File: config.mk
export PLATFORM = sky130hd
export DESIGN_NAME = pmu_top
export DESIGN_NICKNAME = d
export VERILOG_FILES = /design/src/logic/pmu_pkg.sv /design/src/logic/pmu_input_sync.sv /design/src/logic/pmu_sleep_hold.sv /design/src/logic/pmu_sys_domain.sv /design/src/logic/pmu_top.sv
export VERILOG_INCLUDE_DIRS = /design/src /design/src/logic
export SDC_FILE = /design/constraint.sdc
export NUM_CORES = 1
export LEC_CHECK = 0
export CORE_AREA = 5 5 42 44
export DETAILED_ROUTE_END_ITERATION = 10
export DIE_AREA = 0 0 47 49
export DONT_BUFFER_PORTS = 1
export PLACE_DENSITY_LB_ADDON = 0.3
export REMOVE_ABC_BUFFERS = 1
export SYNTH_ARGS = -nofsm -noshare
export SYNTH_HDL_FRONTEND = slang
export SYNTH_SLANG_ARGS = --single-unit
File: constraint.sdc
create_clock -name FCLK -period 2.5 [get_ports FCLK]
set_input_delay 0.5 -clock FCLK [delete_from_list [all_inputs] [get_ports FCLK]]
set_output_delay 0.5 -clock FCLK [all_outputs]
set_load 0.005 [all_outputs]
File: src/logic/pmu_settings.svh
`ifndef PMU_SETTINGS_SVH
`define PMU_SETTINGS_SVH

// Flops in each input synchronizer chain
// Two is the minimum for metastability settling
`define PMU_SYNC_STAGES 2

// Reset pattern of the synchronized inputs, bit order as in pmu_pkg::sync_vec_t
// Bit 4 power-down acknowledge, resets high
// Bit 3 sleepdeep, bit 2 wakeup, bit 1 WIC acknowledge, all reset low
// Bit 0 sleep-hold acknowledge (active low), resets high
`define PMU_SYNC_RESET_LEVELS 5'b10001

`endif

File: src/logic/pmu_pkg.sv
package pmu_pkg;

  // --------------------------------------------------
  // Power state of the switchable SYS domain
  // --------------------------------------------------
  typedef enum logic [1:0]
  {
    powered_up    = 2'b00,
    powering_down = 2'b01,
    powered_down  = 2'b10,
    powering_up   = 2'b11
  } power_state_t;

  // --------------------------------------------------
  // Synchronized asynchronous inputs
  // --------------------------------------------------
  localparam int SYNC_WIDTH = 5;

  typedef logic [SYNC_WIDTH-1:0] sync_vec_t;

  // Bit positions within sync_vec_t
  localparam int SYNC_HOLDACK_N = 0;
  localparam int SYNC_WICENACK  = 1;
  localparam int SYNC_WAKEUP    = 2;
  localparam int SYNC_SLEEPDEEP = 3;
  localparam int SYNC_PDACK     = 4;

endpackage

File: src/logic/pmu_input_sync.sv
`timescale 1ns/1ps

`include "pmu_settings.svh"

module pmu_input_sync
(
  input  logic                FCLK,
  input  logic                PORESETn,
  input  pmu_pkg::sync_vec_t  async_in,
  output pmu_pkg::sync_vec_t  sync_in
);

  // --------------------------------------------------
  // Synchronizer chains
  // --------------------------------------------------

  // One vector per stage, so each bit has its own chain
  // Stage 0 samples the raw input, the last stage feeds the logic
  pmu_pkg::sync_vec_t sync_q [`PMU_SYNC_STAGES];

  always_ff @(posedge FCLK or negedge PORESETn)
  begin
    if (!PORESETn)
    begin
      // Per-bit reset level keeps active-low acks deasserted
      // and the power-down ack reading as a switched-off domain
      for (int i = 0; i < `PMU_SYNC_STAGES; i++)
      begin
        sync_q[i] <= `PMU_SYNC_RESET_LEVELS;
      end
    end
    else
    begin
      // First stage, may go metastable
      sync_q[0] <= async_in;
      // Remaining stages settle the level
      for (int i = 1; i < `PMU_SYNC_STAGES; i++)
      begin
        sync_q[i] <= sync_q[i-1];
      end
    end
  end

  // Level appears PMU_SYNC_STAGES cycles after the input
  assign sync_in = sync_q[`PMU_SYNC_STAGES-1];

endmodule

File: src/logic/pmu_sleep_hold.sv
`timescale 1ns/1ps

module pmu_sleep_hold
(
  input  logic                   FCLK,
  input  logic                   PORESETn,
  input  logic                   pmu_enable,
  input  logic                   hresetreq,
  input  pmu_pkg::sync_vec_t     sync_in,
  input  pmu_pkg::power_state_t  sys_state,
  input  logic                   sys_state_change,
  output logic                   wicenreq,
  output logic                   sleepholdreq_n,
  output logic                   wake_req,
  output logic                   pdw_ok
);

  logic sys_up;
  logic set_wicreq;
  logic clr_wicreq;
  logic in_wic_ds;
  logic sleephold_q;
  logic set_hold;
  logic clr_hold;

  // Domain settled in the powered-up state
  assign sys_up = (sys_state == pmu_pkg::powered_up);

  // --------------------------------------------------
  // WIC enable request
  // --------------------------------------------------

  // Set straight from the enable
  // Cleared only once the domain is up and stable
  assign set_wicreq = pmu_enable;
  assign clr_wicreq = ~pmu_enable & sys_up & ~sys_state_change;

  always_ff @(posedge FCLK or negedge PORESETn)
  begin
    if (!PORESETn)
      wicenreq <= 1'b0;
    else if (set_wicreq | clr_wicreq)
      wicenreq <= set_wicreq;
  end

  // WIC-based deep sleep needs request, ack and sleepdeep together
  assign in_wic_ds = wicenreq & sync_in[pmu_pkg::SYNC_WICENACK] &
                     sync_in[pmu_pkg::SYNC_SLEEPDEEP];

  // A disabled PMU counts as a wake source too
  assign wake_req = sync_in[pmu_pkg::SYNC_WAKEUP] | hresetreq | ~pmu_enable;

  // --------------------------------------------------
  // Sleep extension
  // --------------------------------------------------

  // Raise the hold on deep sleep with no wake pending
  assign set_hold = ~sleephold_q & in_wic_ds & ~wake_req;

  // Drop it when sleep has ended and either
  // the domain is back up or the core never acked the hold
  assign clr_hold = sleephold_q & ~in_wic_ds &
                    (sys_up | sync_in[pmu_pkg::SYNC_HOLDACK_N]);

  always_ff @(posedge FCLK or negedge PORESETn)
  begin
    if (!PORESETn)
      sleephold_q <= 1'b0;
    else if (set_hold | clr_hold)
      sleephold_q <= set_hold;
  end

  assign sleepholdreq_n = ~sleephold_q;

  // Core is committed to sleep so power-down is safe
  assign pdw_ok = ~wake_req & in_wic_ds & sleephold_q &
                  ~sync_in[pmu_pkg::SYNC_HOLDACK_N];

endmodule

File: src/logic/pmu_sys_domain.sv
`timescale 1ns/1ps

module pmu_sys_domain
(
  input  logic                   FCLK,
  input  logic                   PORESETn,
  input  logic                   wake_req,
  input  logic                   pdw_ok,
  input  logic                   hresetreq,
  input  logic                   gatehclk,
  input  logic                   pwrdownack_s,
  output pmu_pkg::power_state_t  sys_state,
  output logic                   sys_state_change,
  output logic                   sysisolate_n,
  output logic                   sysretain_n,
  output logic                   syspwrdown,
  output logic                   pmu_hresetreq,
  output logic                   sclk_en,
  output logic                   hclk_en
);

  pmu_pkg::power_state_t state_nxt;

  logic going_down;
  logic going_up;
  logic iso_en;
  logic iso_d;
  logic rtn_en;
  logic rtn_d;
  logic pdn_en;
  logic pdn_d;
  logic pdw_done;
  logic pup_done;

  assign going_down = (sys_state == pmu_pkg::powering_down);
  assign going_up   = (sys_state == pmu_pkg::powering_up);

  // --------------------------------------------------
  // Domain control flops
  // --------------------------------------------------

  // Each control only loads on its own enable
  // so the pins change cleanly one step at a time

  // Isolation drops first on the way down and rises last on the way up
  assign iso_en = going_down | (going_up & sysretain_n);
  assign iso_d  = going_up;

  // Retention drops after isolation going down
  // and rises once the switch releases its ack going up
  assign rtn_en = (going_down & ~sysisolate_n) |
                  (going_up & ~syspwrdown & ~pwrdownack_s);
  assign rtn_d  = going_up;

  // Power-down rises after retention going down
  // and falls at once going up
  assign pdn_en = (going_down & ~sysretain_n) | going_up;
  assign pdn_d  = going_down;

  always_ff @(posedge FCLK or negedge PORESETn)
  begin
    if (!PORESETn)
    begin
      sysisolate_n <= 1'b0;
      sysretain_n  <= 1'b0;
      syspwrdown   <= 1'b0;
    end
    else
    begin
      if (iso_en)
        sysisolate_n <= iso_d;
      if (rtn_en)
        sysretain_n <= rtn_d;
      if (pdn_en)
        syspwrdown <= pdn_d;
    end
  end

  // Switch has confirmed power is off
  assign pdw_done = syspwrdown & pwrdownack_s;
  // Isolation about to release as the last step of power-up
  assign pup_done = iso_en & iso_d;

  // --------------------------------------------------
  // Domain state machine
  // --------------------------------------------------

  always_comb
  begin
    sys_state_change = 1'b0;
    state_nxt        = sys_state;
    case (sys_state)
      pmu_pkg::powered_up:
      begin
        sys_state_change = pdw_ok;
        state_nxt        = pmu_pkg::powering_down;
      end
      pmu_pkg::powering_down:
      begin
        sys_state_change = pdw_done;
        state_nxt        = pmu_pkg::powered_down;
      end
      pmu_pkg::powered_down:
      begin
        sys_state_change = wake_req;
        state_nxt        = pmu_pkg::powering_up;
      end
      pmu_pkg::powering_up:
      begin
        sys_state_change = pup_done;
        state_nxt        = pmu_pkg::powered_up;
      end
      default:
      begin
        sys_state_change = 1'b0;
        state_nxt        = sys_state;
      end
    endcase
  end

  // Out of reset the domain comes up from scratch
  always_ff @(posedge FCLK or negedge PORESETn)
  begin
    if (!PORESETn)
      sys_state <= pmu_pkg::powering_up;
    else if (sys_state_change)
      sys_state <= state_nxt;
  end

  // --------------------------------------------------
  // Reset extension and clock enables
  // --------------------------------------------------

  // System reset held while the domain is not fully up
  assign pmu_hresetreq = hresetreq & (sys_state != pmu_pkg::powered_up);

  assign sclk_en = (sys_state == pmu_pkg::powered_up);
  // Bus clock may also be stopped by the core
  assign hclk_en = sclk_en & ~gatehclk;

  // Controls and switch ack agree with a settled state
  sys_pdw_ok: assert property (
    @(posedge FCLK) disable iff (!PORESETn)
    (sys_state == pmu_pkg::powered_down) |->
      (!sysisolate_n && !sysretain_n && syspwrdown && pwrdownack_s)
  );

  sys_pup_ok: assert property (
    @(posedge FCLK) disable iff (!PORESETn)
    (sys_state == pmu_pkg::powered_up) |->
      (sysisolate_n && sysretain_n && !syspwrdown && !pwrdownack_s)
  );

  // Switch only acks a pending power-down request
  pdack_needs_req: assert property (
    @(posedge FCLK) disable iff (!PORESETn)
    $rose(pwrdownack_s) |-> syspwrdown
  );

endmodule

File: src/logic/pmu_top.sv
`timescale 1ns/1ps

module pmu_top
(
  input  logic FCLK,
  input  logic PORESETn,
  // Core and system side
  input  logic pmu_enable,
  input  logic hresetreq,
  input  logic wicenack,
  input  logic wakeup,
  input  logic sleepdeep,
  input  logic sleepholdack_n,
  input  logic gatehclk,
  // Power switch
  input  logic syspwrdownack,
  output logic wicenreq,
  output logic sleepholdreq_n,
  output logic sysisolate_n,
  output logic sysretain_n,
  output logic syspwrdown,
  output logic pmu_hresetreq,
  // Enables for the external clock gates
  output logic sclk_en,
  output logic hclk_en
);

  pmu_pkg::sync_vec_t    async_in;
  pmu_pkg::sync_vec_t    sync_in;
  pmu_pkg::power_state_t sys_state;

  logic sys_state_change;
  logic wake_req;
  logic pdw_ok;

  // --------------------------------------------------
  // Asynchronous inputs into the sync vector
  // --------------------------------------------------
  assign async_in[pmu_pkg::SYNC_HOLDACK_N] = sleepholdack_n;
  assign async_in[pmu_pkg::SYNC_WICENACK]  = wicenack;
  assign async_in[pmu_pkg::SYNC_WAKEUP]    = wakeup;
  assign async_in[pmu_pkg::SYNC_SLEEPDEEP] = sleepdeep;
  assign async_in[pmu_pkg::SYNC_PDACK]     = syspwrdownack;

  pmu_input_sync u_input_sync
  (
    .FCLK     (FCLK),
    .PORESETn (PORESETn),
    .async_in (async_in),
    .sync_in  (sync_in)
  );

  // Sleep extension and wake decisions
  pmu_sleep_hold u_sleep_hold
  (
    .FCLK             (FCLK),
    .PORESETn         (PORESETn),
    .pmu_enable       (pmu_enable),
    .hresetreq        (hresetreq),
    .sync_in          (sync_in),
    .sys_state        (sys_state),
    .sys_state_change (sys_state_change),
    .wicenreq         (wicenreq),
    .sleepholdreq_n   (sleepholdreq_n),
    .wake_req         (wake_req),
    .pdw_ok           (pdw_ok)
  );

  // SYS domain sequencer
  pmu_sys_domain u_sys_domain
  (
    .FCLK             (FCLK),
    .PORESETn         (PORESETn),
    .wake_req         (wake_req),
    .pdw_ok           (pdw_ok),
    .hresetreq        (hresetreq),
    .gatehclk         (gatehclk),
    .pwrdownack_s     (sync_in[pmu_pkg::SYNC_PDACK]),
    .sys_state        (sys_state),
    .sys_state_change (sys_state_change),
    .sysisolate_n     (sysisolate_n),
    .sysretain_n      (sysretain_n),
    .syspwrdown       (syspwrdown),
    .pmu_hresetreq    (pmu_hresetreq),
    .sclk_en          (sclk_en),
    .hclk_en          (hclk_en)
  );

endmodule

==> results.txt, run 1 <==
The run finished with clean final reports. The worst setup path is launched from a register. The worst vdd rail ir drop came out at 0.556 mV.

The number of remaining DRC errors is 0. In this run the remaining antenna-violating nets after routing total 0. The clock sink count came out at 17. Dividing the synthesized area by the synthesized cell count gives 12.8 um2. The average wire per cell in the routed design is 15.2 um. The starting density of the core came out at 0.503. For this run, the register share of the synthesized area comes to 0.615. After clock tree synthesis, the repair step resized 0 gates. Counting stages on the worst path, the most repeated cell is inv_1.

The post-synthesis cell type count is 18. The area of the placeable core came out at 1400 um2. Synthesis produced 55 cells.

After detailed placement, the total cell area comes to 724 um2. The count of endpoints failing setup in the final report is 0. The number of global-route vias before repair came out at 460. The final clock period utilization by the worst path is 0.776. At the worst endpoint, the required time is 2000 ps. After clock tree synthesis, the clock-pin slew on the worst setup and hold paths is 100 ps.

The total routing usage reported by global routing came out at 0.116. The largest individual stage delay along the critical path comes from the cell dfstp_2. Summed over all nets, the half-perimeter wirelength after detailed placement is 863 um. Along the worst path, the maximum fanout reaches 6. The mean number of vias per cell is 5.26.

The die covers 2300 um2. The sequential standard cell area is 433 um2. In this run the critical register-to-register path is launched from u_sys_domain.sys_state[0]$_DFFE_PN1P_. The static leakage is 0.336 nW.

The final max-slew violation count came out at 0. The data arrival at the endpoint of the critical path is 1440 ps. After the first detailed-routing iteration, the DRC count stood at 1. The quantity of I/O buffers inserted on ports is 0. The filler-free cell count of the finished design came out at 76. The kind of cell with the highest combined delay on the critical path is flip-flops. The clock latency reported for the late side of the worst-skew pair came out at 280 ps. The number of placed I/O pins is 18. The number of antenna violations at the first check in global routing is 0. The maximum number of pins on one net before global-route repair is 12.

The sort of element at the end of the critical path is a primary output. The transition time at the pin with the least slew margin came out at 518 ps. The cell area that synthesis handed to floorplanning was 704 um2. By startpoint and endpoint, the worst setup path is classified as reg2out. The buffers inserted during post-CTS setup optimization is 0.

The layout has 131 filler cells. The relative slew slack is 0.653. The power density over cell area came out at 1130 nW/um2.

The top cell types in the final layout, fill and taps aside, are 11 x dfrtp_1, 8 x o21ai_0, 7 x inv_1. Leaving out fill and tap cells, the most frequent cell in the layout is dfrtp_1. The type of the worst min-delay path is in2async. In the final layout, the share of cells above drive strength 1 is 0.267. The total wirelength of the detailed-routed design came out at 1160 um. The number of max-cap violations came out at 0. The total of warnings raised by yosys came out at 0.

The final cell area excluding filler cells came out at 762 um2. The time the worst path needs with I/O delays and setup is 1940 ps. The clock tree from TritonCTS is built.

In this run the clock root is driven by a clkbuf_4. The routed layout has 400 vias. For this run, the slowest stage of the critical path takes 550 ps. The antenna diode count is 0. The total overflow left after global routing is 0.

CTS built an H-tree with a depth of 1. The vertical die dimension is 49 um. Setup repair after global routing left no endpoint under its margin. The worst setup skew after layout is 4.62 ps. The buffering stage count on the worst path with inverters included came out at 2. The cell row count is 14. The largest buffer count on any clock path came out at 2.

The area growth from synthesis to layout is 8.17%. The global placement routability congestion is 0.689. The final hold violation count came out at 0. The number of nets at the end of the flow is 75. For this run, the top clock speed supported by timing is 515 MHz.

The cell count after placement came out at 71. Clock tree synthesis inserted a total of 3 buffers. The die outline width came out at 47 um.

The global-route wire length before repair is 1950 um. The most critical setup path has its startpoint at u_sys_domain.sys_state[0]$_DFFE_PN1P_. The area taken by multi-input logic gates is 245 um2.

Synthesis inferred 17 register bits. The total negative slack for setup checks came out at 0 ps. Walking the worst path, the cells encountered are inv_1, ha_1, inv_1, nor2_1. The pre-antenna-repair detailed-routing pass consisted of 2 iterations.
==> layer usage <==
| metal | share of wire | global-route usage |
|---|---|---|
| met1 | 0.43 | 0.168 |
| met4 | 0.013 | 0.0415 |
| met2 | 0.49 | 0.170 |
| met5 | 0 | 0 |
| met3 | 0.067 | 0.0221 |
==> per-stage QoR <==
| step | setup WS [ps] | hold slack [ps] | utilization | power (mW) |
|---|---|---|---|---|
| 6_report | 559 | 46.6 | 0.544 | 0.861 |
| 5_1_grt | 477 | 24.6 | 0.544 | 0.935 |
| 4_1_cts | 545 | 32.7 | 0.544 | 0.876 |
| 3_5_place_dp | 729 | 205 | 0.517 | 0.725 |
| 3_3_place_gp | 772 | 205 | 0.517 | 0.706 |
| 2_1_floorplan | 888 | 204 | - | 0.657 |
==> synth_stat cells (all sizes together) <==
cell type | number | area share
a21o | 1 | 0.012
a21oi | 3 | 0.021
and2 | 1 | 0.0089
dfrtp | 11 | 0.39
dfstp | 6 | 0.22
ha | 4 | 0.071
inv | 7 | 0.037
mux2 | 1 | 0.021
nand2 | 1 | 0.0053
nand3 | 1 | 0.025
nor2 | 3 | 0.016
nor2b | 2 | 0.018
o21a | 1 | 0.011
o21ai | 11 | 0.083
o41ai | 1 | 0.039
or3b | 1 | 0.016
==> what timing repair did <==
item | in CTS | in global routing
hold buffers | 1 | 0
setup endpoints to repair | 0 | 0
hold endpoints to repair | 11 | 0
==> cells by family (layout without fill, tap and decap cells) <==
kind of cell / after synthesis / count (layout) / share of synthesized area
and+or+nand+nor: 9 / 9 / 0.0888
DFF: 17 / 17 / 0.615
adders and majority gates: 4 / 4 / 0.0711
muxes: 1 / 1 / 0.0213
buffers and inverters: 7 / 12 / 0.0373
AOI/OAI and AO/OA: 17 / 17 / 0.167
==> power by group <==
group | switching, mW | leakage (nW) | internal, mW
logic | 0.167 | 0.126 | 0.145
registers | 0.0581 | 0.193 | 0.350
clock network | 0.0812 | 0.0177 | 0.0592
total | 0.307 | 0.336 | 0.555
==> layout make-up <==
| type | instances | area share |
|---|---|---|
| well taps | 16 | 0.0263 |
| flip-flops and latches | 17 | 0.568 |
| clock inverters | 1 | 0.00657 |
| inverters | 7 | 0.0345 |
| repair buffers | 1 | 0.0131 |
| multi-input cells | 31 | 0.322 |
| clock buffers | 3 | 0.0296 |
==> worst register-to-register path: stages (launching register included) <==
cell	delay (ps)
dfstp_2	550
inv_1	80
ha_1	310
inv_1	150
o21ai_1	130
o21ai_2	180
mux2_4	310
==> sequential cells by signal, indices dropped and copies added, names as in the netlist <==
| signal | count |
|---|---|
| u_sleep_hold.wicenreq | 1 |
| u_input_sync.sync_in | 5 |
| u_sys_domain.syspwrdown | 1 |
| u_sys_domain.sysretain_n | 1 |
| u_input_sync.sync_q | 5 |
| u_sleep_hold.sleephold_q | 1 |
| u_sys_domain.sys_state | 2 |
| u_sys_domain.sysisolate_n | 1 |
==> final timing paths <==
path,to,slack [ps],depth (start not counted)
worst max-delay path,hclk_en,560,4
worst min-delay path,u_input_sync.sync_in[0]$_DFF_PN1_,50,0
worst max register to register,u_sys_domain.sys_state[1]$_DFFE_PN1P_,720,6
worst min register to register,u_input_sync.sync_in[2]$_DFF_PN0_,360,0
max in group asynchronous,u_sys_domain.sysretain_n$_DFFE_PN0P_,1530,1
min in group FCLK,u_input_sync.sync_q[5]$_DFF_PN1_,200,0
Power figures use the tool's default switching activity.
==> run 2: changes to the inputs <==
- ABC_AREA: not set -> 1
- clock period: 2.5 -> 2 ns (I/O delays scaled with it)
==> results.txt, run 2 <==
The die outline width came out at 47 um (unchanged). The worst hold slack across all endpoints is 96.0 ps (+49.4 ps). The count of H-tree levels built during CTS was 1 (unchanged). The remaining antenna violation count was 0 (unchanged). The final worst slack came out at 217 ps (-342 ps). The depth of the worst register-to-register path came out at 9 (+3). The number of nets at the end of the flow is 91 (+21%). The starting density of the core came out at 0.507 (+0.00446). The cell at the root of the clock tree is clkbuf_4. The static leakage is 0.383 nW (+14%). The total routing usage reported by global routing came out at 0.114 (-0.00246).

The time the worst path needs with I/O delays and setup came out at 1780 ps. The mean number of vias per cell is 4.80 (-8.7%). The total of warnings raised by yosys came out at 0 (unchanged). The share of synthesized area occupied by flip-flops and latches came out at 0.609 (-0.00541). The critical path is of the reg2out type.

The total wirelength of the detailed-routed design came out at 1100 um (-4.9%). The clock latency reported for the late side of the worst-skew pair came out at 290 ps (about the same). The dominant cell type by area after synthesis is dfrtp_1. The critical path starts at u_sys_domain.sys_state[0]$_DFFE_PN1P_. The global-route wire length before repair is 1810 um (-7.4%). The total CTS buffers came to 3 (unchanged).

The number of max-cap violations came out at 0 (unchanged). In this run the worst hold path is classified as in2reg. The sort of element at the end of the critical path is a primary output. The largest fanout on the critical path is 7 (+1). The synthesized instance count is 71 (+29%).

The final max-slew violation count came out at 0 (unchanged). The worst setup skew after layout is 5.82 ps (+1.19 ps). The clock sink count came to 17 (unchanged).

Ranked by total cell area, the synthesized netlist is headed by dfrtp_1 39%, dfstp_2 22%, ha_1 7.0%, nand2_1 6.9%, inv_1 5.8%. The fraction of layout cells with a size suffix above 1 came out at 0.237 (-0.0298). Setup repair after global routing left no endpoint under its margin. The quantity of I/O buffers inserted on ports came out at 0 (unchanged).

The worst register-to-register path ends at u_sys_domain.sys_state[0]$_DFFE_PN1P_. The area growth from synthesis to layout is 8.10% (about the same). The worst setup slack after placement came out at 508 ps (-221 ps). The starting DRC count in detailed routing came out at 7 (+6). The slack of the worst reg-to-reg path was 540 ps (-180 ps).

In the synthesized netlist the dominant register cell turns out to be dfrtp_1. The transition time at the pin with the least slew margin came out at 740 ps (+221 ps). The residual overflow from global routing came out at 0 (unchanged). TritonCTS built the clock tree. The share of the synthesized area in the top cell type is 0.387 (-0.00344). The area taken by multi-input logic gates is 233 um2 (-5.1%).

The number of synthesized flops with an enable pin came out at 0 (unchanged). The final clock period utilization by the worst path came out at 0.891. The run finished with clean final reports. The cell area after synthesis came out at 711 um2 (+0.89%). The number of global-route vias before repair is 422 (-8.3%). The largest buffer count on any clock path came out at 2 (unchanged). The cell row count is 14 (unchanged). In the layout the commonest cells are 13 x nand2_1, 11 x inv_1, 11 x dfrtp_1.

The filler cell count is 131 (unchanged). The flip-flop and latch count after synthesis is 17 (unchanged). The sequential standard cell area is 433 um2 (unchanged).

The library cell used most frequently in the layout, excluding fill and tap cells, is nand2_1. The capturing instance or port of the critical path is pmu_hresetreq. The power density over cell area came out at 1330 nW/um2 (+17%). The sort of element at the start of the critical path is a register.

The total via count in the routed design came out at 442 (+11%). The half-perimeter wire length after detailed placement was 858 um (-0.54%). The global placement routability congestion is 0.685 (-0.48%). The total negative slack for setup checks is 0 ps (unchanged).

The number of detailed-routing iterations run before antenna repair is 4 (+2). The maximum number of pins on one net before global-route repair came out at 18 (+6). The average wire per cell in the routed design is 11.9 um (-21%). The number of placed I/O pins came out at 18 (unchanged). The buffers inserted during post-CTS setup optimization was 0 (unchanged).

The final hold violation count is 0 (unchanged). The commonest cells after synthesis are 13 x nand2_1, 11 x dfrtp_1, 11 x inv_1. The worst vdd rail ir drop is 0.845 mV (+52%). The cell count after placement is 87 (+23%). The total power consumption of the routed design came out at 1.02 mW (+18%). Yosys instantiated no cell more often than nand2_1. The clock input transition at the sequential cells of the worst setup and hold paths came out at 100 ps (about the same).

The number of antenna violations at the first check in global routing came to 0 (unchanged). The full die area came out at 2300 um2 (unchanged). The vertical die dimension is 49 um (unchanged). The post-synthesis cell type count is 15 (-3). The data arrival at the endpoint of the critical path came out at 1380 ps (-60 ps). The antenna diode count came out at 0 (unchanged). The fraction of registers with async set or reset after synthesis was 1.00 (unchanged). The count of endpoints failing setup in the final report came out at 0 (unchanged). Based on the critical path, the design can be clocked at up to 561 MHz. The filler-free cell count of the finished design came out at 92 (+21%).

The relative slew slack came to 0.505 (-0.148). The number of remaining DRC errors came out at 0 (unchanged). In this run the critical register-to-register path is launched from u_sys_domain.sys_state[0]$_DFFE_PN1P_. The critical path data required time is 1600 ps (-400 ps). The area of the placeable core was 1400 um2 (unchanged).

The synthesized area divided by synthesized cell count came out at 10.0 um2 (-22%).
-- run 2: metrics by stage --
step | instance area, um2 | utilization
floorplan | 711 | -
global placement | 731 | 0.521
detailed placement | 731 | 0.521
CTS | 768 | 0.548
global route | 768 | 0.548
finish | 768 | 0.548
-- run 2: cell type report --
class / instances / area share
clock buffer: 3 / 0.0293
clock inverter: 1 / 0.00651
inverter: 12 / 0.0586
multi-input combinational: 42 / 0.303
sequential: 17 / 0.564
tap: 16 / 0.0261
timing repair buffer: 1 / 0.0130
-- run 2: routing by layer --
layer	routed length [um]	share of wire	vias to the layer above	track usage
met1	509	0.46	201	0.151
met4	11	0.010	0	0.0553
met2	501	0.46	12	0.154
met5	0	0	-	0
met3	76	0.069	2	0.0517
li1	-	-	227	-
-- run 2: worst min path at each step --
stage	start	end	depth (start not counted)	slack, ps
final	sleepholdack_n	u_input_sync.sync_q[5]$_DFF_PN1_	0	100
after global routing	sleepholdack_n	u_input_sync.sync_q[5]$_DFF_PN1_	0	60
after CTS	sleepholdack_n	u_input_sync.sync_q[5]$_DFF_PN1_	0	80
after detailed placement	PORESETn	u_input_sync.sync_q[6]$_DFF_PN0_	0	100
after global placement	PORESETn	u_input_sync.sync_q[6]$_DFF_PN0_	0	100
after floorplan	PORESETn	u_input_sync.sync_in[1]$_DFF_PN0_	0	100
-- run 2: logic make-up after synthesis --
logic type | share of synthesized area
AOI/OAI and AO/OA | 0.0651
buffers and inverters | 0.0634
DFF | 0.609
and+or+nand+nor | 0.192
adders and majority gates | 0.0704
-- run 2: repair_timing --
action,4_1_cts,5_1_grt
hold buffers,1,0
resized for setup,0,0
endpoints found under the hold margin,17,0
-- run 2: power breakdown --
group	leakage (nW)	switching, mW	internal [mW]
sequential	0.194	0.0586	0.429
combinational	0.171	0.220	0.133
clock	0.0177	0.105	0.0743
total	0.383	0.383	0.637
-- run 2: worst max-delay path: stages (launching register included) --
cell and delay, ps:
dfstp_2 560, inv_1 60, ha_1 300, nor2_1 180
